## config.mk

```make
export PLATFORM = sky130hd
export DESIGN_NAME = round_counter_flat
export DESIGN_NICKNAME = d
export VERILOG_FILES = /design/src/hw/dec_ctrl_if.sv /design/src/hw/round_counter.sv /design/src/flat_wrapper.sv
export SDC_FILE = /design/constraint.sdc
export NUM_CORES = 1
export LEC_CHECK = 0
export ABC_AREA = 1
export BUFFER_PORTS_ARGS = -buffer_cell sky130_fd_sc_hd__buf_2
export CAP_MARGIN = 25
export CORE_AREA = 3 3 40 42
export CTS_CLUSTER_SIZE = 14
export DETAILED_ROUTE_END_ITERATION = 12
export DIE_AREA = 0 0 43 45
export SLEW_MARGIN = 20
export SYNTH_ARGS = -nofsm -noshare
export SYNTH_HDL_FRONTEND = slang
export SYNTH_SLANG_ARGS = --single-unit
```

## constraint.sdc

```tcl
create_clock -name clk -period 1.45 [get_ports clk]
set_input_delay 0.29 -clock clk [delete_from_list [all_inputs] [get_ports clk]]
set_output_delay 0.29 -clock clk [all_outputs]
set_load 0.01 [all_outputs]
```

## src/hw/dec_ctrl_if.sv

```systemverilog
`timescale 1ns/100ps

interface dec_ctrl_if #(
        parameter int aw = 4
) ();

        logic load;
        logic start;
        logic step;
        logic add_key;
        logic do_round;
        logic last;
        logic [aw-1:0] key_addr;

        modport fsm (
                output load, start, step, add_key, do_round,
                input last
        );

        modport counter (
                input start, step,
                output last, key_addr
        );

        // last tells the datapath to skip InvMixColumns.
        modport datapath (
                input load, add_key, do_round, last
        );

        modport keymem (
                input key_addr
        );

endinterface

```

## src/hw/round_counter.sv

```systemverilog
`timescale 1ns/100ps

module round_counter #(
        parameter int nr = 10
) (
        input logic clk,
        input logic reset,
        dec_ctrl_if.counter ctrl
);

        localparam int cw = $clog2(nr + 1);

        logic [cw-1:0] count;

        always_ff @(posedge clk) begin
                if (reset) begin
                        count <= '0;
                end else if (ctrl.start) begin
                        count <= cw'(nr);
                end else if (ctrl.step && !ctrl.last) begin
                        count <= count - cw'(1);
                end
        end

        assign ctrl.last = (count == '0);

        // the key memory has one cycle of read latency, so the address
        // runs one step ahead of the count while the count moves.
        assign ctrl.key_addr = (ctrl.step && !ctrl.last) ? count - cw'(1) : count;

endmodule

```

## src/flat_wrapper.sv

```systemverilog
// flat-port wrapper written by rule: the top's interface ports become plain ports
module round_counter_flat 
#(
        parameter int nr = 10
)
  (clk, reset, ctrl_start, ctrl_step, ctrl_last, ctrl_key_addr);
  dec_ctrl_if ctrl_i ();
  input logic clk;
  input logic reset;
  input wire logic [$bits(ctrl_i.start)-1:0] ctrl_start;
  input wire logic [$bits(ctrl_i.step)-1:0] ctrl_step;
  output wire logic [$bits(ctrl_i.last)-1:0] ctrl_last;
  output wire logic [$bits(ctrl_i.key_addr)-1:0] ctrl_key_addr;
  assign ctrl_i.start = ctrl_start;
  assign ctrl_i.step = ctrl_step;
  assign ctrl_last = ctrl_i.last;
  assign ctrl_key_addr = ctrl_i.key_addr;
  round_counter #(.nr(nr)) u_core (.clk(clk), .reset(reset), .ctrl(ctrl_i));
endmodule
```

==> impl_metrics.toml <==
[floorplan]
row_count = 13
io_pins = 9
coreArea_mm2 = 0.00128
die_area_mm2 = 0.00194
start_util = 0.205
fp.dieW_um = 43
die_h_um = 45

[grt]
antenna_found_initial = 0
grt_pass1_wl_mm = 1.17
grt_pass1_vias = 289
grt_usage = 0.0892
grt.overflow.total = 0
grt_start_max_net_pins = 4

[finish]
multi_input_area_um2 = 180
most-common-layout-cells = "11 x nand2_1, 8 x buf_2, 7 x inv_1"
reg_top3 = "u_core.count: 4 flops"
n_antenna_cell = 0
nNetsFinal = 63
layout_commonest_cell = "nand2_1"
area_delta_synth_final_pct = 55.9
largest_register = "u_core.count"
drive_above_1_share = 0.482
largest_reg_flops = 4
num-fill-cells = 148
register_area_um2 = 82.6
finalCoreUtilization = 0.320

[min_path]
holdPathEnd = "u_core.count[1]"
whs_path_depth = 4
min_from = "reset"
hold_class = "in -> reg"

[routing]
dr.pass1.iters = 4
ant_nets = 0
wire_per_inst_um = 9.23
drt_iter0_markers = 2
vias = 297
drt_wl_total_um = 655
drcViolationCount = 0
vias_per_cell = 4.18

[worst_setup_path]
reg2regPathDepth = 8
crit_path_end_kind = "primary output"
r2r-end = "u_core.count[0]"
crit_fanout = 3
worstPathRequired_ns = 1.16
arrival_ns = 1.34
r2r_slack_ns = 0.28
r2r-start = "u_core.count[1]"
critPathLaunchType = "flop"
crit_type = "reg -> out"

[status]
violations = "setup timing"
outcome = "complete, but fails checks"

[clocking]
cts_tree = "yes"
cts-root-buf = "clkbuf_4"
cts_htree_levels = 1
clockBufferDepth = 2
ctsHoldBuffers = 0
cts_sinks = 4
clkLatencyLatePin_ns = 0.24
clk_pin_slew_ns = 0.04
cts_made_buffers = 3

[sta]
worstMarginPinSlew_ns = 0.261
period_minus_slack_ns = 1.63
min_period_over_period = 1.12
slew_headroom = 0.824
drv_slew = 0
setup_viol = 5
rsz0062_at_grt = "true"
hold_viol_final = 0
skew_ns = 0.00228
fin_ws_ns = -0.180
fmax_ghz = 0.613

[logic_synthesis]
seq_area_frac_synth = 0.303
synth_cell_types = 14
synthCells = 41
synthesis.nets = 46
netlist_area_um2 = 264
yosys_warnings = 0
ys_seq_elements = 4
syn_area_per_cell_um2 = 6.44

[pwr]
power_leakage_nw = 0.238
finalPower_uw = 413
ir_drop_uv = 455
powerDensity_mw_per_mm2 = 1000

[place]
dp_hpwl_um = 494
gp_congestion = 0.787
portBuffers = 8
preCtsSetupSlack_ns = 0.00426

[job]
drv_cap = 0
worst max path at each step:
stage | from | end | slack [ns] | cells after the start
4_1_cts | u_core.count[1] | ctrl_key_addr[0] | -0.21 | 8
2_1_floorplan | u_core.count[0] | ctrl_key_addr[0] | 0.09 | 7
6_report | u_core.count[1] | ctrl_key_addr[0] | -0.18 | 8
3_3_place_gp | u_core.count[0] | ctrl_key_addr[0] | 0.02 | 8
3_5_place_dp | u_core.count[0] | ctrl_key_addr[0] | 0.004 | 8
5_1_grt | u_core.count[1] | ctrl_key_addr[0] | -0.26 | 8
layout make-up:
class / count / area share
multi-input combinational: 27 / 0.438
sequential: 4 / 0.201
timing repair buffer: 12 / 0.170
inverter: 10 / 0.0912
clock buffer: 3 / 0.0547
tap: 15 / 0.0456
where the power goes:
group | switching, mW | leakage, nW | internal (mW)
registers | 0.00567 | 0.0337 | 0.120
logic | 0.0793 | 0.191 | 0.0634
clock network | 0.0518 | 0.0138 | 0.0930
total | 0.137 | 0.238 | 0.276
worst max-delay path: stages (launching register included):
cell	delay (ns)
dfxtp_2	0.31
inv_2	0.07
ha_4	0.13
inv_2	0.04
nor2_4	0.13
nand2_4	0.08
nand2_4	0.09
xor2_2	0.12
buf_2	0.14
metal layers:
metal	track usage	share of wire	vias to the layer above
li1	-	-	152
met1	0.0870	0.39	130
met2	0.135	0.48	11
met3	0.0438	0.084	4
met4	0.0904	0.041	0
met5	0	0	-
cells by family (layout without fill, tap and decap cells):
logic type	after synthesis	after routing	synth area share
fa+ha+maj	1	1	0.0474
buf+inv	10	25	0.142
simple gates	22	22	0.379
compound gates	3	3	0.0663
xor+xnor	1	1	0.0616
flops	4	4	0.303
metrics by stage:
| stage | cells | setup TNS [ns] | cell area [um2] | hold WS [ns] |
|---|---|---|---|---|
| floorplan | 41 | 0 | 264 | 0.443 |
| global placement | 66 | 0 | 338 | 0.549 |
| detailed placement | 66 | 0 | 338 | 0.558 |
| CTS | 71 | -0.828 | 403 | 0.305 |
| global route | 71 | -1.05 | 412 | 0.352 |
| finish | 71 | -0.673 | 412 | 0.303 |
synthesized netlist by cell type:
| cell | count | area, um2 |
|---|---|---|
| ha_1 | 1 | 12.5 |
| dfxtp_1 | 4 | 80.1 |
| nand2_1 | 12 | 45.0 |
| a21oi_1 | 1 | 5.00 |
| inv_1 | 10 | 37.5 |
| nand2_2 | 2 | 12.5 |
| xor2_2 | 1 | 16.3 |
| nand3_1 | 3 | 15.0 |
| o21ai_0 | 1 | 5.00 |
| nor2_2 | 1 | 6.26 |
| a21boi_0 | 1 | 7.51 |
| nor2_1 | 2 | 7.51 |
| and2_1 | 1 | 6.26 |
| nand3b_1 | 1 | 7.51 |
what timing repair did:
| action | in CTS | in global routing |
|---|---|---|
| resized for setup | 10 | 2 |
| pin swaps | 5 | 5 |
| setup endpoints to repair | 5 | 5 |
| buffers inserted | 2 | 0 |
No activity file was read; power rests on OpenSTA's default activity.
