**config.mk**
```make
export PLATFORM = sky130hd
export DESIGN_NAME = round_key_ram_flat
export DESIGN_NICKNAME = d
export VERILOG_FILES = /design/src/hw/aes_pkg.sv /design/src/hw/dec_ctrl_if.sv /design/src/hw/round_key_ram.sv /design/src/flat_wrapper.sv
export SDC_FILE = /design/constraint.sdc
export NUM_CORES = 1
export LEC_CHECK = 0
export BUFFER_PORTS_ARGS = -buffer_cell sky130_fd_sc_hd__buf_2
export CAP_MARGIN = 25
export CORE_MARGIN = 2
export CORE_UTILIZATION = 60
export DETAILED_ROUTE_END_ITERATION = 6
export GPL_TIMING_DRIVEN = 1
export PLACE_DENSITY = 0.78
export REMOVE_ABC_BUFFERS = 1
export SYNTH_ARGS = -nofsm -noshare
export SYNTH_HDL_FRONTEND = slang
export SYNTH_SLANG_ARGS = --single-unit
```
**constraint.sdc**
```tcl
create_clock -name clk -period 13.4 [get_ports clk]
set_input_delay 2.01 -clock clk [delete_from_list [all_inputs] [get_ports clk]]
set_output_delay 2.01 -clock clk [all_outputs]
set_load 0.005 [all_outputs]
```
**src/hw/aes_pkg.sv**
```systemverilog
package aes_pkg;

        // byte 0 is the most significant byte, as in FIPS-197.
        typedef logic [0:15][7:0] block_t;
        typedef logic [0:15][7:0] key_t;

        typedef enum logic [2:0] {
                idle,
                key_wait,
                add_first,
                round,
                done
        } dec_state_e;

        ////////////////////////////////////////
        // inverse S-box.
        ////////////////////////////////////////

        localparam logic [7:0] inv_sbox_tab [0:255] = '{
                8'h52, 8'h09, 8'h6a, 8'hd5, 8'h30, 8'h36, 8'ha5, 8'h38,
                8'hbf, 8'h40, 8'ha3, 8'h9e, 8'h81, 8'hf3, 8'hd7, 8'hfb,
                8'h7c, 8'he3, 8'h39, 8'h82, 8'h9b, 8'h2f, 8'hff, 8'h87,
                8'h34, 8'h8e, 8'h43, 8'h44, 8'hc4, 8'hde, 8'he9, 8'hcb,
                8'h54, 8'h7b, 8'h94, 8'h32, 8'ha6, 8'hc2, 8'h23, 8'h3d,
                8'hee, 8'h4c, 8'h95, 8'h0b, 8'h42, 8'hfa, 8'hc3, 8'h4e,
                8'h08, 8'h2e, 8'ha1, 8'h66, 8'h28, 8'hd9, 8'h24, 8'hb2,
                8'h76, 8'h5b, 8'ha2, 8'h49, 8'h6d, 8'h8b, 8'hd1, 8'h25,
                8'h72, 8'hf8, 8'hf6, 8'h64, 8'h86, 8'h68, 8'h98, 8'h16,
                8'hd4, 8'ha4, 8'h5c, 8'hcc, 8'h5d, 8'h65, 8'hb6, 8'h92,
                8'h6c, 8'h70, 8'h48, 8'h50, 8'hfd, 8'hed, 8'hb9, 8'hda,
                8'h5e, 8'h15, 8'h46, 8'h57, 8'ha7, 8'h8d, 8'h9d, 8'h84,
                8'h90, 8'hd8, 8'hab, 8'h00, 8'h8c, 8'hbc, 8'hd3, 8'h0a,
                8'hf7, 8'he4, 8'h58, 8'h05, 8'hb8, 8'hb3, 8'h45, 8'h06,
                8'hd0, 8'h2c, 8'h1e, 8'h8f, 8'hca, 8'h3f, 8'h0f, 8'h02,
                8'hc1, 8'haf, 8'hbd, 8'h03, 8'h01, 8'h13, 8'h8a, 8'h6b,
                8'h3a, 8'h91, 8'h11, 8'h41, 8'h4f, 8'h67, 8'hdc, 8'hea,
                8'h97, 8'hf2, 8'hcf, 8'hce, 8'hf0, 8'hb4, 8'he6, 8'h73,
                8'h96, 8'hac, 8'h74, 8'h22, 8'he7, 8'had, 8'h35, 8'h85,
                8'he2, 8'hf9, 8'h37, 8'he8, 8'h1c, 8'h75, 8'hdf, 8'h6e,
                8'h47, 8'hf1, 8'h1a, 8'h71, 8'h1d, 8'h29, 8'hc5, 8'h89,
                8'h6f, 8'hb7, 8'h62, 8'h0e, 8'haa, 8'h18, 8'hbe, 8'h1b,
                8'hfc, 8'h56, 8'h3e, 8'h4b, 8'hc6, 8'hd2, 8'h79, 8'h20,
                8'h9a, 8'hdb, 8'hc0, 8'hfe, 8'h78, 8'hcd, 8'h5a, 8'hf4,
                8'h1f, 8'hdd, 8'ha8, 8'h33, 8'h88, 8'h07, 8'hc7, 8'h31,
                8'hb1, 8'h12, 8'h10, 8'h59, 8'h27, 8'h80, 8'hec, 8'h5f,
                8'h60, 8'h51, 8'h7f, 8'ha9, 8'h19, 8'hb5, 8'h4a, 8'h0d,
                8'h2d, 8'he5, 8'h7a, 8'h9f, 8'h93, 8'hc9, 8'h9c, 8'hef,
                8'ha0, 8'he0, 8'h3b, 8'h4d, 8'hae, 8'h2a, 8'hf5, 8'hb0,
                8'hc8, 8'heb, 8'hbb, 8'h3c, 8'h83, 8'h53, 8'h99, 8'h61,
                8'h17, 8'h2b, 8'h04, 8'h7e, 8'hba, 8'h77, 8'hd6, 8'h26,
                8'he1, 8'h69, 8'h14, 8'h63, 8'h55, 8'h21, 8'h0c, 8'h7d
        };

        function automatic block_t inv_sub_bytes(input block_t s);
                block_t r;
                for (int i = 0; i < 16; i++) begin
                        r[i] = inv_sbox_tab[s[i]];
                end
                return r;
        endfunction

        // state byte (row, col) sits at index row + 4 * col.
        // row r rotates right by r positions.
        function automatic block_t inv_shift_rows(input block_t s);
                block_t r;
                for (int c = 0; c < 4; c++) begin
                        for (int row = 0; row < 4; row++) begin
                                r[row + 4 * c] = s[row + 4 * ((c - row) & 3)];
                        end
                end
                return r;
        endfunction

        ////////////////////////////////////////
        // GF(2^8) arithmetic.
        ////////////////////////////////////////

        function automatic logic [7:0] xtime(input logic [7:0] b);
                return {b[6:0], 1'b0} ^ (b[7] ? 8'h1b : 8'h00);
        endfunction

        // multiplies by a constant below 16, built from doublings.
        function automatic logic [7:0] gf_mul(input logic [7:0] b, input logic [3:0] k);
                logic [7:0] x2;
                logic [7:0] x4;
                logic [7:0] x8;
                x2 = xtime(b);
                x4 = xtime(x2);
                x8 = xtime(x4);
                return (k[3] ? x8 : 8'h00) ^ (k[2] ? x4 : 8'h00) ^
                       (k[1] ? x2 : 8'h00) ^ (k[0] ? b : 8'h00);
        endfunction

        function automatic block_t inv_mix_cols(input block_t s);
                block_t r;
                logic [7:0] a0;
                logic [7:0] a1;
                logic [7:0] a2;
                logic [7:0] a3;
                for (int c = 0; c < 4; c++) begin
                        a0 = s[4 * c];
                        a1 = s[4 * c + 1];
                        a2 = s[4 * c + 2];
                        a3 = s[4 * c + 3];
                        r[4 * c] = gf_mul(a0, 4'he) ^ gf_mul(a1, 4'hb) ^
                                   gf_mul(a2, 4'hd) ^ gf_mul(a3, 4'h9);
                        r[4 * c + 1] = gf_mul(a0, 4'h9) ^ gf_mul(a1, 4'he) ^
                                       gf_mul(a2, 4'hb) ^ gf_mul(a3, 4'hd);
                        r[4 * c + 2] = gf_mul(a0, 4'hd) ^ gf_mul(a1, 4'h9) ^
                                       gf_mul(a2, 4'he) ^ gf_mul(a3, 4'hb);
                        r[4 * c + 3] = gf_mul(a0, 4'hb) ^ gf_mul(a1, 4'hd) ^
                                       gf_mul(a2, 4'h9) ^ gf_mul(a3, 4'he);
                end
                return r;
        endfunction

endpackage

```
**src/hw/dec_ctrl_if.sv**
```systemverilog
`timescale 1ns/100ps

interface dec_ctrl_if #(
        parameter int aw = 4
) ();

        logic load;
        logic start;
        logic step;
        logic add_key;
        logic do_round;
        logic last;
        logic [aw-1:0] key_addr;

        modport fsm (
                output load, start, step, add_key, do_round,
                input last
        );

        modport counter (
                input start, step,
                output last, key_addr
        );

        // last tells the datapath to skip InvMixColumns.
        modport datapath (
                input load, add_key, do_round, last
        );

        modport keymem (
                input key_addr
        );

endinterface

```
**src/hw/round_key_ram.sv**
```systemverilog
`timescale 1ns/100ps

module round_key_ram import aes_pkg::*; #(
        parameter int nr = 10,
        localparam int aw = $clog2(nr + 1)
) (
        input  logic clk,
        input  logic we,
        input  logic [aw-1:0] waddr,
        input  key_t wdata,
        dec_ctrl_if.keymem ctrl,
        output key_t rkey
);

        key_t mem [0:nr];

        // writes past the last round key are dropped.
        always_ff @(posedge clk) begin
                if (we && int'(waddr) <= nr) begin
                        mem[waddr] <= wdata;
                end
        end

        always_ff @(posedge clk) begin
                rkey <= mem[ctrl.key_addr];
        end

endmodule

```
**src/flat_wrapper.sv**
```systemverilog
// flat-port wrapper written by rule: the top's interface ports become plain ports
module round_key_ram_flat import aes_pkg::*;
#(
        parameter int nr = 10,
        localparam int aw = $clog2(nr + 1)
)
  (clk, we, waddr, wdata, rkey, ctrl_key_addr);
  dec_ctrl_if ctrl_i ();
  input  logic clk;
  input  logic we;
  input  logic [aw-1:0] waddr;
  input  key_t wdata;
  output key_t rkey;
  input wire logic [$bits(ctrl_i.key_addr)-1:0] ctrl_key_addr;
  assign ctrl_i.key_addr = ctrl_key_addr;
  round_key_ram #(.nr(nr)) u_core (.clk(clk), .we(we), .waddr(waddr), .wdata(wdata), .ctrl(ctrl_i), .rkey(rkey));
endmodule
```
==> metrics.json <==
{
  "period_share": {"value": 35.45, "unit": "%"},
  "power.leakage": {"value": 22.09, "unit": "nW"},
  "run_status": {"value": "finished, final reports clean"},
  "initial_utilization": {"value": 60.51, "unit": "%"},
  "detailed_place.area": {"value": 60010, "unit": "um2"},
  "syn-instance-count": {"value": 3021},
  "detail_route.wl_per_cell": {"value": 26.90, "unit": "um"},
  "coreArea": {"value": 95010, "unit": "um2"},
  "critPathRequiredTime": {"value": 14.02, "unit": "ns"},
  "p_r_area_growth_vs_syn": {"value": 13.35, "unit": "%"},
  "clockRootBuffer": {"value": "sky130_fd_sc_hd__clkbuf_16"},
  "p_total": {"value": 10.06, "unit": "mW"},
  "final_cell_area": {"value": 65170, "unit": "um2"},
  "total_area_of_multi_input_combinational_cells": {"value": 11740, "unit": "um2"},
  "place_congestion": {"value": 0.7594},
  "final-instance-count-excl-fill": {"value": 4721},
  "ff_latch_area": {"value": 44840, "unit": "um2"},
  "synth.yosys.seq_area_share": {"value": 78.00, "unit": "%"},
  "placed_wire_length_estimate": {"value": 61620, "unit": "um"},
  "h_tree_depth": {"value": 4},
  "crit_path_max_fanout": {"value": 61},
  "num_vias": {"value": 29180},
  "endpoint_kind": {"value": "flip-flop"},
  "timing.final.setup_violations": {"value": 0},
  "worstPathArrival": {"value": 5.37, "unit": "ns"},
  "critPathLaunchType": {"value": "input pin"},
  "skew": {"value": 0.02178, "unit": "ns"},
  "grt_util_all_layers": {"value": 25.65, "unit": "%"},
  "synthesis.area_per_instance": {"value": 19.03, "unit": "um2"},
  "post-route-drc-count": {"value": 0},
  "finalSetupTns": {"value": 0, "unit": "ns"},
  "tightestPinTransition": {"value": 1.061, "unit": "ns"},
  "cts_tree": {"value": "done"},
  "netlist-cell-type-count": {"value": 21},
  "worst_ir_drop_vdd": {"value": 0.1246, "unit": "mV"},
  "clk_path_buf_depth": {"value": 3},
  "drt_pre_antenna_iters": {"value": 5},
  "die_x": {"value": 313.6, "unit": "um"},
  "first_iter_violations": {"value": 3041},
  "flip_flop_and_latch_count_after_synthesis": {"value": 1536},
  "wirelength": {"value": 127000, "unit": "um"},
  "hold_path_class": {"value": "flip-flop to flip-flop"},
  "grt_first_pass_wirelength": {"value": 185900, "unit": "um"},
  "p_per_area": {"value": 154.4, "unit": "nW/um2"},
  "post_drt_via_cell_ratio": {"value": 6.182},
  "clkTransAtPathRegs": {"value": 0.06, "unit": "ns"},
  "tritoncts_num_sinks": {"value": 1536},
  "grt_setup_unrepaired": {"value": "false"},
  "cap_viol_max_count": {"value": 0},
  "drive_gt1_share": {"value": 27.65, "unit": "%"},
  "hold_buffers": {"value": 0},
  "overflow": {"value": 0},
  "cell_area_after_synthesis": {"value": 57490, "unit": "um2"},
  "synth.yosys.warnings": {"value": 0},
  "finalNetCount": {"value": 3448},
  "grt_max_degree": {"value": 143},
  "antenna_violations_before_repair": {"value": 34},
  "finalCoreUtilization": {"value": 68.59, "unit": "%"},
  "dieArea": {"value": 98310, "unit": "um2"},
  "clk-insertion-delay-late": {"value": 0.74, "unit": "ns"},
  "num_rows": {"value": 113},
  "io_pins": {"value": 266},
  "portBuffers": {"value": 265},
  "fp.dieH": {"value": 313.6, "unit": "um"},
  "timing.final.crit_period": {"value": 4.750, "unit": "ns"},
  "max_freq": {"value": 210.5, "unit": "MHz"},
  "postCtsSetupRepairBufs": {"value": 0},
  "worstSetupPathType": {"value": "input pin to flip-flop"},
  "antenna_left": {"value": 0},
  "cts_inserted_buffers": {"value": 150},
  "place.detailed.instances": {"value": 4418},
  "filler_cell_count": {"value": 5838},
  "ctsResizeCount": {"value": 0},
  "slew-limit-headroom": {"value": 29.29, "unit": "%"},
  "hold_violations_final": {"value": 0},
  "via_count_of_the_first_global_routing_pass": {"value": 29800},
  "timing_max_transition_violations_final": {"value": 0}
}
report_power, final:
part           total (mW)  switching, mW  internal, mW
registers            5.40         0.0452          5.36
clock network        4.16           1.71          2.45
logic               0.494          0.302         0.193
layout by cell type, fill, tap and decap left out, drive strengths merged:
master,netlist,layout
edfxtp,1408,1408
nor3,3,3
diode,0,20
dfxtp,128,128
nand2b,131,131
a22o,128,128
or3b,1,1
o211ai,128,128
clkinvlp,0,3
mux2,384,384
nor2b,1,1
nor2,9,9
o22ai,128,128
mux2i,256,256
buf,92,321
bufinv,0,7
o31ai,128,128
clkbuf,92,222
inv,0,7
nand2,2,2
nand3b,2,2
clkinv,0,39
logic make-up (layout without fill, tap and decap cells):
group	after synthesis	after routing	share of synthesized area, %
AND/OR/NAND/NOR	149	149	1.576
other	0	20	0
buffers and inverters	184	599	1.763
AO/OA/AOI/OAI	512	512	6.686
multiplexers	640	640	11.98
flip-flops	1536	1536	78.00
Yosys cell counts, drive strengths merged:
master / number / share of area [%]
a22o: 128 / 1.9
buf: 92 / 1.2
clkbuf: 92 / 0.60
dfxtp: 128 / 4.5
edfxtp: 1408 / 74
mux2: 384 / 7.5
mux2i: 256 / 4.5
nand2: 2 / 0.013
nand2b: 131 / 1.4
nand3b: 2 / 0.026
nor2: 9 / 0.059
nor2b: 1 / 0.011
nor3: 3 / 0.026
o211ai: 128 / 1.7
o22ai: 128 / 1.4
o31ai: 128 / 1.7
or3b: 1 / 0.015
critical path: stages:
cell and delay, ns:
sky130_fd_sc_hd__buf_8 0.32, sky130_fd_sc_hd__nand2b_4 0.73, sky130_fd_sc_hd__buf_4 0.73, sky130_fd_sc_hd__buf_4 0.87, sky130_fd_sc_hd__o22ai_1 0.21, sky130_fd_sc_hd__o31ai_1 0.34
registers in the layout (all words and copies together) (netlist names):
signal / cells
u_core.mem: 1408
u_core.rkey: 128
stage by stage:
| step | worst slack [ns] | hold slack (ns) |
|---|---|---|
| after floorplan | 1.462 | 0.5394 |
| after global placement | 7.857 | 0.5450 |
| after detailed placement | 7.674 | 0.5572 |
| after CTS | 8.415 | 0.5734 |
| after global routing | 8.611 | 0.5978 |
| final | 8.650 | 0.5704 |
cell type report:
cell class              count  area share, %
flip-flops and latches   1536          68.81
multi-input cells        1301          18.02
clock buffers             222          6.849
repair buffers            321          3.037
well taps                1265          2.429
clock inverters            56         0.7776
diodes                     20        0.07680
metal layers:
| metal | vias up | global-route usage (%) | share of wire (%) | wire length, um |
|---|---|---|---|---|
| met5 | - | 0 | 0.13 | 164 |
| met4 | 28 | 9.395 | 2.8 | 3545 |
| met3 | 247 | 5.185 | 7.5 | 9520 |
| met2 | 1154 | 41.53 | 49 | 62190 |
| met1 | 14960 | 34.96 | 41 | 51600 |
| li1 | 12790 | - | - | - |
path summary, 6_finish.rpt:
kind | startpoint | to | slack (ns) | cells past startpoint
min | u_core.mem[10][28] | u_core.rkey[28] | 0.57 | 3
max | ctrl_key_addr[1] | u_core.rkey[37] | 8.65 | 6
min reg2reg | u_core.mem[10][28] | u_core.rkey[28] | 0.57 | 3
max reg2reg | u_core.mem[2][67] | u_core.rkey[67] | 12.13 | 3
No activity file was read; power rests on OpenSTA's default activity.
