$ cat config.mk
export PLATFORM = sky130hd
export DESIGN_NAME = aes_dec_fsm_flat
export DESIGN_NICKNAME = d
export VERILOG_FILES = /design/src/hw/aes_pkg.sv /design/src/hw/dec_ctrl_if.sv /design/src/hw/aes_dec_fsm.sv /design/src/flat_wrapper.sv
export SDC_FILE = /design/constraint.sdc
export NUM_CORES = 1
export LEC_CHECK = 0
export BUFFER_PORTS_ARGS = -buffer_cell sky130_fd_sc_hd__buf_2
export CORE_AREA = 2 2 39 41
export DETAILED_ROUTE_END_ITERATION = 7
export DIE_AREA = 0 0 41 43
export GPL_TIMING_DRIVEN = 1
export PLACE_DENSITY = 0.4
export SLEW_MARGIN = 20
export SYNTH_ARGS = -nofsm -noshare
export SYNTH_HDL_FRONTEND = slang
export SYNTH_SLANG_ARGS = --single-unit
$ cat constraint.sdc
create_clock -name clk -period 1.21 [get_ports clk]
set_input_delay 0.0605 -clock clk [delete_from_list [all_inputs] [get_ports clk]]
set_output_delay 0.0605 -clock clk [all_outputs]
set_load 0.03 [all_outputs]
$ cat src/hw/aes_pkg.sv
package aes_pkg;

        // byte 0 is the most significant byte, as in FIPS-197.
        typedef logic [0:15][7:0] block_t;
        typedef logic [0:15][7:0] key_t;

        typedef enum logic [2:0] {
                idle,
                key_wait,
                add_first,
                round,
                done
        } dec_state_e;

        ////////////////////////////////////////
        // inverse S-box.
        ////////////////////////////////////////

        localparam logic [7:0] inv_sbox_tab [0:255] = '{
                8'h52, 8'h09, 8'h6a, 8'hd5, 8'h30, 8'h36, 8'ha5, 8'h38,
                8'hbf, 8'h40, 8'ha3, 8'h9e, 8'h81, 8'hf3, 8'hd7, 8'hfb,
                8'h7c, 8'he3, 8'h39, 8'h82, 8'h9b, 8'h2f, 8'hff, 8'h87,
                8'h34, 8'h8e, 8'h43, 8'h44, 8'hc4, 8'hde, 8'he9, 8'hcb,
                8'h54, 8'h7b, 8'h94, 8'h32, 8'ha6, 8'hc2, 8'h23, 8'h3d,
                8'hee, 8'h4c, 8'h95, 8'h0b, 8'h42, 8'hfa, 8'hc3, 8'h4e,
                8'h08, 8'h2e, 8'ha1, 8'h66, 8'h28, 8'hd9, 8'h24, 8'hb2,
                8'h76, 8'h5b, 8'ha2, 8'h49, 8'h6d, 8'h8b, 8'hd1, 8'h25,
                8'h72, 8'hf8, 8'hf6, 8'h64, 8'h86, 8'h68, 8'h98, 8'h16,
                8'hd4, 8'ha4, 8'h5c, 8'hcc, 8'h5d, 8'h65, 8'hb6, 8'h92,
                8'h6c, 8'h70, 8'h48, 8'h50, 8'hfd, 8'hed, 8'hb9, 8'hda,
                8'h5e, 8'h15, 8'h46, 8'h57, 8'ha7, 8'h8d, 8'h9d, 8'h84,
                8'h90, 8'hd8, 8'hab, 8'h00, 8'h8c, 8'hbc, 8'hd3, 8'h0a,
                8'hf7, 8'he4, 8'h58, 8'h05, 8'hb8, 8'hb3, 8'h45, 8'h06,
                8'hd0, 8'h2c, 8'h1e, 8'h8f, 8'hca, 8'h3f, 8'h0f, 8'h02,
                8'hc1, 8'haf, 8'hbd, 8'h03, 8'h01, 8'h13, 8'h8a, 8'h6b,
                8'h3a, 8'h91, 8'h11, 8'h41, 8'h4f, 8'h67, 8'hdc, 8'hea,
                8'h97, 8'hf2, 8'hcf, 8'hce, 8'hf0, 8'hb4, 8'he6, 8'h73,
                8'h96, 8'hac, 8'h74, 8'h22, 8'he7, 8'had, 8'h35, 8'h85,
                8'he2, 8'hf9, 8'h37, 8'he8, 8'h1c, 8'h75, 8'hdf, 8'h6e,
                8'h47, 8'hf1, 8'h1a, 8'h71, 8'h1d, 8'h29, 8'hc5, 8'h89,
                8'h6f, 8'hb7, 8'h62, 8'h0e, 8'haa, 8'h18, 8'hbe, 8'h1b,
                8'hfc, 8'h56, 8'h3e, 8'h4b, 8'hc6, 8'hd2, 8'h79, 8'h20,
                8'h9a, 8'hdb, 8'hc0, 8'hfe, 8'h78, 8'hcd, 8'h5a, 8'hf4,
                8'h1f, 8'hdd, 8'ha8, 8'h33, 8'h88, 8'h07, 8'hc7, 8'h31,
                8'hb1, 8'h12, 8'h10, 8'h59, 8'h27, 8'h80, 8'hec, 8'h5f,
                8'h60, 8'h51, 8'h7f, 8'ha9, 8'h19, 8'hb5, 8'h4a, 8'h0d,
                8'h2d, 8'he5, 8'h7a, 8'h9f, 8'h93, 8'hc9, 8'h9c, 8'hef,
                8'ha0, 8'he0, 8'h3b, 8'h4d, 8'hae, 8'h2a, 8'hf5, 8'hb0,
                8'hc8, 8'heb, 8'hbb, 8'h3c, 8'h83, 8'h53, 8'h99, 8'h61,
                8'h17, 8'h2b, 8'h04, 8'h7e, 8'hba, 8'h77, 8'hd6, 8'h26,
                8'he1, 8'h69, 8'h14, 8'h63, 8'h55, 8'h21, 8'h0c, 8'h7d
        };

        function automatic block_t inv_sub_bytes(input block_t s);
                block_t r;
                for (int i = 0; i < 16; i++) begin
                        r[i] = inv_sbox_tab[s[i]];
                end
                return r;
        endfunction

        // state byte (row, col) sits at index row + 4 * col.
        // row r rotates right by r positions.
        function automatic block_t inv_shift_rows(input block_t s);
                block_t r;
                for (int c = 0; c < 4; c++) begin
                        for (int row = 0; row < 4; row++) begin
                                r[row + 4 * c] = s[row + 4 * ((c - row) & 3)];
                        end
                end
                return r;
        endfunction

        ////////////////////////////////////////
        // GF(2^8) arithmetic.
        ////////////////////////////////////////

        function automatic logic [7:0] xtime(input logic [7:0] b);
                return {b[6:0], 1'b0} ^ (b[7] ? 8'h1b : 8'h00);
        endfunction

        // multiplies by a constant below 16, built from doublings.
        function automatic logic [7:0] gf_mul(input logic [7:0] b, input logic [3:0] k);
                logic [7:0] x2;
                logic [7:0] x4;
                logic [7:0] x8;
                x2 = xtime(b);
                x4 = xtime(x2);
                x8 = xtime(x4);
                return (k[3] ? x8 : 8'h00) ^ (k[2] ? x4 : 8'h00) ^
                       (k[1] ? x2 : 8'h00) ^ (k[0] ? b : 8'h00);
        endfunction

        function automatic block_t inv_mix_cols(input block_t s);
                block_t r;
                logic [7:0] a0;
                logic [7:0] a1;
                logic [7:0] a2;
                logic [7:0] a3;
                for (int c = 0; c < 4; c++) begin
                        a0 = s[4 * c];
                        a1 = s[4 * c + 1];
                        a2 = s[4 * c + 2];
                        a3 = s[4 * c + 3];
                        r[4 * c] = gf_mul(a0, 4'he) ^ gf_mul(a1, 4'hb) ^
                                   gf_mul(a2, 4'hd) ^ gf_mul(a3, 4'h9);
                        r[4 * c + 1] = gf_mul(a0, 4'h9) ^ gf_mul(a1, 4'he) ^
                                       gf_mul(a2, 4'hb) ^ gf_mul(a3, 4'hd);
                        r[4 * c + 2] = gf_mul(a0, 4'hd) ^ gf_mul(a1, 4'h9) ^
                                       gf_mul(a2, 4'he) ^ gf_mul(a3, 4'hb);
                        r[4 * c + 3] = gf_mul(a0, 4'hb) ^ gf_mul(a1, 4'hd) ^
                                       gf_mul(a2, 4'h9) ^ gf_mul(a3, 4'he);
                end
                return r;
        endfunction

endpackage

$ cat src/hw/dec_ctrl_if.sv
`timescale 1ns/100ps

interface dec_ctrl_if #(
        parameter int aw = 4
) ();

        logic load;
        logic start;
        logic step;
        logic add_key;
        logic do_round;
        logic last;
        logic [aw-1:0] key_addr;

        modport fsm (
                output load, start, step, add_key, do_round,
                input last
        );

        modport counter (
                input start, step,
                output last, key_addr
        );

        // last tells the datapath to skip InvMixColumns.
        modport datapath (
                input load, add_key, do_round, last
        );

        modport keymem (
                input key_addr
        );

endinterface

$ cat src/hw/aes_dec_fsm.sv
`timescale 1ns/100ps

module aes_dec_fsm import aes_pkg::*; (
        input  logic clk,
        input  logic reset,
        input  logic req,
        output logic ack,
        dec_ctrl_if.fsm ctrl
);

        dec_state_e state_q;
        dec_state_e state_d;

        always_ff @(posedge clk) begin
                if (reset) begin
                        state_q <= idle;
                end else begin
                        state_q <= state_d;
                end
        end

        always_comb begin
                state_d = state_q;
                ctrl.load = 1'b0;
                ctrl.start = 1'b0;
                ctrl.step = 1'b0;
                ctrl.add_key = 1'b0;
                ctrl.do_round = 1'b0;

                case (state_q)
                idle: begin
                        if (req) begin
                                ctrl.load = 1'b1;
                                ctrl.start = 1'b1;
                                state_d = key_wait;
                        end
                end
                // the key memory needs one cycle to return key[nr].
                key_wait: begin
                        state_d = add_first;
                end
                add_first: begin
                        ctrl.add_key = 1'b1;
                        ctrl.step = 1'b1;
                        state_d = round;
                end
                round: begin
                        ctrl.do_round = 1'b1;
                        ctrl.step = 1'b1;
                        if (ctrl.last) begin
                                state_d = done;
                        end
                end
                // plaintext is held here until the host drops req.
                done: begin
                        if (!req) begin
                                state_d = idle;
                        end
                end
                default: begin
                        state_d = idle;
                end
                endcase
        end

        assign ack = (state_q == done);

endmodule

$ cat src/flat_wrapper.sv
// flat-port wrapper written by rule: the top's interface ports become plain ports
module aes_dec_fsm_flat import aes_pkg::*;
  (clk, reset, req, ack, ctrl_load, ctrl_start, ctrl_step, ctrl_add_key, ctrl_do_round, ctrl_last);
  dec_ctrl_if ctrl_i ();
  input  logic clk;
  input  logic reset;
  input  logic req;
  output logic ack;
  output wire logic [$bits(ctrl_i.load)-1:0] ctrl_load;
  output wire logic [$bits(ctrl_i.start)-1:0] ctrl_start;
  output wire logic [$bits(ctrl_i.step)-1:0] ctrl_step;
  output wire logic [$bits(ctrl_i.add_key)-1:0] ctrl_add_key;
  output wire logic [$bits(ctrl_i.do_round)-1:0] ctrl_do_round;
  input wire logic [$bits(ctrl_i.last)-1:0] ctrl_last;
  assign ctrl_load = ctrl_i.load;
  assign ctrl_start = ctrl_i.start;
  assign ctrl_step = ctrl_i.step;
  assign ctrl_add_key = ctrl_i.add_key;
  assign ctrl_do_round = ctrl_i.do_round;
  assign ctrl_i.last = ctrl_last;
  aes_dec_fsm u_core (.clk(clk), .reset(reset), .req(req), .ack(ack), .ctrl(ctrl_i));
endmodule
==> results of run 1 <==
## cell families after synthesis
kind of cell	count (synthesis)	synth area share [%]
AOI/OAI and AO/OA	3	14.71
buffers and inverters	2	6.617
DFF	3	35.30
and+or+nand+nor	10	43.39
## cell type report
type                    count  area [µm²]
multi-input cells          13       116.4
repair buffers              9       56.30
inverters                   1       3.754
well taps                  16       20.02
fillers                   155        1092
clock buffers               4       26.28
flip-flops and latches      3       68.82
## cell usage in the layout, fill, tap and decap left out
cell	synthesis	layout
nor4_1	1	1
nand2b_1	1	1
inv_1	1	1
o21bai_1	1	1
nor2_1	1	1
clkbuf_1	0	1
buf_6	0	1
nor2b_2	0	1
nor2b_1	2	1
a211oi_1	1	1
clkbuf_4	0	3
a32o_1	1	1
and3b_1	1	1
and3_1	1	1
buf_2	0	6
buf_4	1	2
nor3b_2	1	1
nor4b_4	0	1
dfxtp_4	0	2
dfxtp_2	0	1
and2b_2	1	1
## power breakdown
| group | internal [µW] | switching, µW |
|---|---|---|
| Sequential | 107 | 18.3 |
| Clock | 123 | 49.0 |
| Combinational | 46.1 | 57.0 |
| Total | 277 | 124 |
## how the worst max path moves through the flow
stage                              startpoint            to  slack, ns  cells past startpoint
4_1_cts        u_core.state_q[2]$_SDFFE_PP0P_  ctrl_add_key     0.0006                      3
3_5_place_dp   u_core.state_q[2]$_SDFFE_PP0P_  ctrl_add_key       0.15                      3
5_1_grt        u_core.state_q[0]$_SDFFE_PP0P_     ctrl_load       0.01                      2
3_3_place_gp   u_core.state_q[2]$_SDFFE_PP0P_  ctrl_add_key       0.17                      3
2_1_floorplan  u_core.state_q[0]$_SDFFE_PP0P_    ctrl_start      0.002                      2
6_report       u_core.state_q[2]$_SDFFE_PP0P_  ctrl_add_key       0.05                      3
## routing by layer
metal  vias up  GRT usage, %  share of wire (%)
li1         89             -                  -
met1        85         7.692                 48
met2        10         5.625                 38
met3         0         3.665                 14
met4         0         6.000                  0
met5         -             0                  0
## what timing repair did
item,4_1_cts,5_1_grt
hold buffers,0,0
gates cloned,0,0
setup endpoints to repair,5,1
resized for setup,6,4
## per-stage QoR
stage / total power (µW) / instances / worst slack, ns
2_1_floorplan: 198.1 / 18 / 0.001950
3_3_place_gp: 219.8 / 42 / 0.1711
3_5_place_dp: 222.6 / 42 / 0.1533
4_1_cts: 412.2 / 46 / 0.0006467
5_1_grt: 429.8 / 46 / 0.01341
6_report: 401.3 / 46 / 0.04955
==> flow_summary.toml, run 1 <==
[synth]
syn_area_per_cell_um2 = 9.454
synth.top_cell.area_share_pct = 35.29
ys_types = 15
async_flop_share_pct = 0
synth.most_common_cell = "dfxtp_1"
synthCells = 18
synth_area_leaders = "dfxtp_1 35%, nor2b_1 7.4%, nor3b_2 7.4%, a32o_1 5.9%, and2b_2 5.1%"
synth-edff-count = 0
synth_common_cells = "3 x dfxtp_1, 2 x nor2b_1"
yosysWarningCount = 0
synth_area_um2 = 170.2
synth_ff_type = "dfxtp_1"
yosysTopAreaCell = "dfxtp_1"
yosys_register_bits = 3
syn_nets = 22
ys_seq_area_share_pct = 35.29

[clock_network]
postCtsSetupBuffers = 0
clockRootBuffer = "clkbuf_4"
numCtsBuffers = 3
clk-insertion-delay-late_ns = 0.23
cts_tree = "done"
clkTransAtPathRegs_ns = 0.04
h-tree-depth = 1
clock_sinks = 3
cts_buffer_depth = 2

[power]
p_per_area_nw_per_um2 = 1377
p_leak_uw = 0.0001372
ir_worst_vdd_uv = 361.2

[finish]
reg_top3 = "u_core.state_q: 3 flops"
nets = 35
layout-drive-gt1-share_pct = 63.33
syn2layout_area_growth_pct = 71.32
diodes = 0
design_area_um2 = 291.5
fin_util_pct = 21.07
regMostFlops = "u_core.state_q"
largest_reg_flops = 3

[route]
drtIter0Drc = 3
num_vias = 184
drt_wl_total_um = 438
routedWlPerCell_um = 9.522
via_per_inst = 4.000
drt_pass1_iterations = 2
drtAntennaViolNets = 0
drc_errors = 0

[floorplan]
initial_utilization_pct = 12.30
num_rows = 14
die_area_um2 = 1763
die_w_um = 41
coreArea_um2 = 1384
die_h_um = 43
ios = 10

[timing]
tns_ns = 0
final-hold-violation-count = 0
fin_crit_ns = 1.160
worst_pin_slew_ns = 0.2361
clock_skew_ns = 0.003128
finalSetupViolCount = 0
whs_ns = 0.03249
slew_violations = 0
relSlewSlack_pct = 84.16
fmax_ghz = 0.8617
period_share_pct = 95.90
rsz0062_at_grt = "no"

[placed_design]
io_buffers = 9
placed_area_um2 = 245.2
routabilityCongestion = 0.5741
dp_hpwl_um = 354.4

[critical_path]
slowest_stage = "dfxtp_4"
crit_fanout = 6
crit_arrival_ns = 1.10
path_cells = "and2b_2 -> nor2b_2 -> buf_6"
path_class = "reg2out"
startpoint_type = "register"
reg2reg_to = "u_core.state_q[2]$_SDFFE_PP0P_"
worst_path_largest_cell_delay_ns = 0.37
critPathBufInv = 1
critPathTopFamily = "flip-flops"
reg2reg_from = "u_core.state_q[2]$_SDFFE_PP0P_"
crit_path_end_kind = "output port"
r2r_cells = 2
cp.required_ns = 1.15
reg2reg_slack_ns = 0.27

[outcome]
run_status = "completed"

[run]
drv_cap = 0

[min_path]
hold_class = "in2reg"
min_to = "u_core.state_q[1]$_SDFFE_PP0P_"
hold_start = "reset"
whs_path_depth = 2

[grt]
grt_start_max_net_pins = 9
grt_pass1_vias = 147
grtUsageTotal_pct = 5.817
antenna_found_initial = 0
overflow = 0
grt_pass1_wl_um = 634
Power figures use the tool's default switching activity.
==> inputs of run 2 (changes only) <==
MAX_ROUTING_LAYER = met4   (was not set)
SETUP_SLACK_MARGIN = 0.2   (was not set)
clock period = 1.2 ns   (was 1.21 ns; I/O delays follow)
==> run 2 against run 1 <==
  * Via count rose by 6.0%
  * Power rose by 8.7%
  * Die area did not move
  * Sequential share of layout area fell by 2.0 points
  * Largest power group unchanged
  * Hold slack got worse by 0.0061 ns
  * Critical endpoint is now ctrl_load
  * Largest cell class unchanged
==> flow_summary.toml, run 2 (synthesis gave the netlist of run 1 again) <==
[critical_path]
r2r_cells = 2
critPathTopFamily = "flip-flops"
worst_path_largest_cell_delay_ns = 0.36
startpoint_type = "register"
crit_path_end_kind = "output port"
path_cells = "nor4b_4 -> buf_4"
crit_fanout = 6
crit_arrival_ns = 1.10
cp.required_ns = 1.14
worst-path-stages = 2
critPathBufInv = 1
slowest_stage = "dfxtp_4"
path_class = "reg2out"

[clock_network]
cts_buffer_depth = 2
clk-insertion-delay-late_ns = 0.24
h-tree-depth = 1
hold_buffers = 0
clockRootBuffer = "clkbuf_4"
clock_sinks = 3
clkTransAtPathRegs_ns = 0.04
numCtsBuffers = 3
cts_tree = "done"

[placed_design]
dp.cells = 42
placed_area_um2 = 249.0
routabilityCongestion = 0.5412
io_buffers = 9
dp_hpwl_um = 363.3

[finish]
regMostFlops = "u_core.state_q"
fillers = 157
design_area_um2 = 330.3
final_common_cell = "buf_4"
diodes = 0
seq_area_um2 = 71.32
multiInputGateArea_um2 = 122.6
nets = 37
largest_reg_flops = 3
finalNonFillerCells = 48
layout-drive-gt1-share_pct = 68.75
syn2layout_area_growth_pct = 94.12
layout_common_cells = "5 x buf_4, 3 x clkbuf_4, 3 x buf_2, 3 x buf_6, 3 x dfxtp_4"
reg_top3 = "u_core.state_q: 3 flops"

[timing]
fmax_ghz = 0.8646
final-hold-violation-count = 0
finalSetupViolCount = 0
rsz0062_at_grt = "yes"
worst_pin_slew_ns = 0.2272
fin_crit_ns = 1.157
whs_ns = 0.02642
slew_violations = 0
relSlewSlack_pct = 84.79
period_share_pct = 96.39
clock_skew_ns = 0.004843

[route]
drc_errors = 0
routedWlPerCell_um = 10.21
num_vias = 195
drt_wl_total_um = 490
drtIter0Drc = 1
drt_pass1_iterations = 2
via_per_inst = 4.063
drtAntennaViolNets = 0

[power]
swShare_pct = 31.87
ir_worst_vdd_uv = 443.7
p_switching_uw = 139.0
p_per_area_nw_per_um2 = 1321
pwr-share-clk_pct = 41.6
power_uw = 436.3
p_int_uw = 297.2
pwr-share-comb_pct = 29.6
p_leak_uw = 0.0001506
seqPwrFrac_pct = 28.7

[grt]
grt_start_max_net_pins = 9
grt_pass1_wl_um = 676
overflow = 0
antenna_found_initial = 0
grtUsageTotal_pct = 6.578
grt_pass1_vias = 160

[floorplan]
initial_utilization_pct = 12.30
ios = 10
coreArea_um2 = 1384
die_h_um = 43
die_area_um2 = 1763
die_w_um = 41
num_rows = 14

[run]
drv_cap = 0

[outcome]
run_status = "completed"

[min_path]
whs_path_depth = 2
hold_class = "in2reg"
[run 2: repair_timing]
| action | CTS | global route |
|---|---|---|
| pin swaps | 0 | 0 |
| gates resized for setup | 14 | 0 |
| setup buffers | 2 | 0 |
| setup endpoints to repair | 6 | 6 |
[run 2: final timing paths]
| path | start | end | slack (ns) |
|---|---|---|---|
| min reg2reg | u_core.state_q[2]$_SDFFE_PP0P_ | u_core.state_q[1]$_SDFFE_PP0P_ | 0.46 |
| max | u_core.state_q[2]$_SDFFE_PP0P_ | ctrl_load | 0.04 |
| min | reset | u_core.state_q[1]$_SDFFE_PP0P_ | 0.03 |
| max reg2reg | u_core.state_q[2]$_SDFFE_PP0P_ | u_core.state_q[2]$_SDFFE_PP0P_ | 0.24 |
[run 2: metal layers]
layer	part of all wire, %	GRT usage (%)
met5	0	-
met4	0	8.000
met3	13	3.141
met2	44	7.500
met1	43	7.051
[run 2: cell type report]
class                           count  area share, %
Inverter                            1          1.136
Sequential cell                     3          21.59
Clock buffer                        4          7.955
Timing Repair Buffer               11          26.14
Tap cell                           16          6.061
Multi-Input combinational cell     13          37.12
[run 2: power by group through the flow]
stage	combinational [µW]	sequential [µW]	clock, µW
after floorplan	74.7	126	0
after global placement	95.0	129	0
after detailed placement	96.4	130	0
after CTS	130	125	190
after global routing	140	127	198
final	129	125	182
[run 2: through the flow]
stage	utilization, %	TNS (ns)	setup WS, ns
after global placement	17.99	0	0.1835
after global routing	23.87	-0.05342	-0.02860
final	23.87	0	0.04333
after floorplan	-	0	0.04427
after CTS	23.87	0	0.02120
after detailed placement	17.99	0	0.1286
==> inputs of run 3 (changes only) <==
==> constraint.sdc (replaced) <==
create_clock -name clk -period 1.2 [get_ports clk]
set_input_delay 0.24 -clock clk [delete_from_list [all_inputs] [get_ports clk]]
set_output_delay 0.24 -clock clk [all_outputs]
set_load 0.03 [all_outputs]
==> run 3 against run 2 <==
  * The run now ends with setup timing left
  * Sequential power about the same
  * Combinational power about the same
  * Via count increased by 2.6%
  * Sequential share of layout area decreased by 0.48 points
  * Cell area increased by 2.3%
  * Clock power decreased by 4%
  * Final cell count increased by 2.1%
  * Critical path type unchanged
  * Clock skew increased by 0.00056 ns
  * Clock-buffer cell count unchanged
  * First-iteration DRC count increased to 4.0 times the previous value
  * Global-route usage increased by 0.51 points
==> flow_summary.toml, run 3 (synthesis gave the netlist of run 1 again) <==
[finish]
diodes = 0
final_common_cell = "buf_4"
nets = 38
regMostFlops = "u_core.state_q"
finalNonFillerCells = 49
largest_reg_flops = 3
fillers = 151
layout_common_cells = "6 x buf_4, 3 x clkbuf_4, 3 x buf_2, 3 x buf_6, 3 x dfxtp_4"
reg_top3 = "u_core.state_q: 3 flops"
layout-drive-gt1-share_pct = 69.70
syn2layout_area_growth_pct = 98.53
design_area_um2 = 337.8

[outcome]
violations = "setup timing"
run_status = "finished with violations"

[route]
wl_met3_um = 77
drtIter0Drc = 4
drt_pass1_iterations = 2
routedWlPerCell_um = 9.959
highest_layer = "met3"
wl_met2_um = 195
wl_met1_um = 215
via_per_inst = 4.082
drt_wl_total_um = 488
drtAntennaViolNets = 0
num_vias = 200
drc_errors = 0

[timing]
slew_violations = 0
clock_skew_ns = 0.005401
finalSetupViolCount = 5
final-hold-violation-count = 0
fin_crit_ns = 1.307
whs_ns = 0.2139
rsz0062_at_grt = "yes"
fmax_ghz = 0.7650
relSlewSlack_pct = 85.70
worst_pin_slew_ns = 0.2132
period_share_pct = 108.9
tns_ns = -0.3739
worst_slack_ns = -0.1072

[power]
swShare_pct = 30.74
pwr-share-clk_pct = 40.7
power_uw = 429.7
seqPwrFrac_pct = 29.1
ir_worst_vdd_uv = 578.1
pwr-share-comb_pct = 30.2
p_leak_uw = 0.0001561
p_int_uw = 297.6
p_per_area_nw_per_um2 = 1272
p_switching_uw = 132.1

[floorplan]
num_rows = 14
die_w_um = 41
initial_utilization_pct = 12.30
coreArea_um2 = 1384
die_h_um = 43
die_area_um2 = 1763
ios = 10

[clock_network]
clockRootBuffer = "clkbuf_4"
cts_tree = "done"
numCtsBuffers = 3
hold_buffers = 0
clk-insertion-delay-late_ns = 0.23
cts_buffer_depth = 2
h-tree-depth = 1
clkTransAtPathRegs_ns = 0.04
clock_sinks = 3

[min_path]
hold_class = "in2reg"

[critical_path]
startpoint_type = "register"
path_class = "reg2out"
cp.required_ns = 0.96
crit_path_end_kind = "output port"
crit_fanout = 5
crit_arrival_ns = 1.07

[run]
drv_cap = 0

[grt]
grt_start_max_net_pins = 8
grt_pass1_vias = 203
overflow = 0
grt_pass1_wl_um = 772
grtUsageTotal_pct = 7.084
antenna_found_initial = 0

[placed_design]
dp_hpwl_um = 362
routabilityCongestion = 0.5935
io_buffers = 9
placed_area_um2 = 256.5
dp.cells = 43
run 3: final cells by class:
cell class | count | area [µm²] | area share [%]
Multi-Input combinational cell | 13 | 122.6 | 36.30
Timing Repair Buffer | 12 | 93.84 | 27.78
Sequential cell | 3 | 71.32 | 21.11
Clock buffer | 4 | 26.28 | 7.778
Tap cell | 16 | 20.02 | 5.926
Inverter | 1 | 3.754 | 1.111
run 3: final timing paths:
kind	startpoint	end	slack (ns)	cells past startpoint
worst max-delay path	u_core.state_q[2]$_SDFFE_PP0P_	ctrl_add_key	-0.11	3
worst min-delay path	reset	u_core.state_q[1]$_SDFFE_PP0P_	0.21	2
worst max register to register	u_core.state_q[0]$_SDFFE_PP0P_	u_core.state_q[2]$_SDFFE_PP0P_	0.24	2
worst min register to register	u_core.state_q[2]$_SDFFE_PP0P_	u_core.state_q[1]$_SDFFE_PP0P_	0.54	2
run 3: power groups by stage:
| stage | Combinational [µW] | Sequential (µW) | Clock (µW) |
|---|---|---|---|
| finish | 130 | 125 | 175 |
| floorplan | 74.7 | 126 | 0 |
| CTS | 124 | 127 | 185 |
| detailed placement | 102 | 129 | 0 |
| global placement | 101 | 127 | 0 |
| global route | 140 | 127 | 197 |
run 3: stage by stage:
| step | util (%) | worst slack, ns |
|---|---|---|
| 6_report | 24.41 | -0.1072 |
| 5_1_grt | 24.41 | -0.1642 |
| 4_1_cts | 23.87 | -0.1280 |
| 3_5_place_dp | 18.54 | 0.02248 |
| 3_3_place_gp | 18.54 | 0.05904 |
| 2_1_floorplan | - | -0.1357 |
run 3: per-layer routing:
metal,vias up,GRT usage (%)
met4,0,4.000
li1,95,-
met2,14,8.750
met3,0,6.806
met1,91,7.029
met5,-,-
run 3: timing repair:
item / CTS / global route
setup endpoints to repair: 7 / 6
setup buffers: 1 / 1
resized for setup: 14 / 0
cloned: 0 / 0
run 3: worst max-delay path, cell delays in order, from the launching register on:
cell	delay, ns
dfxtp_4	0.36
and2b_2	0.23
nor2b_4	0.12
buf_6	0.13
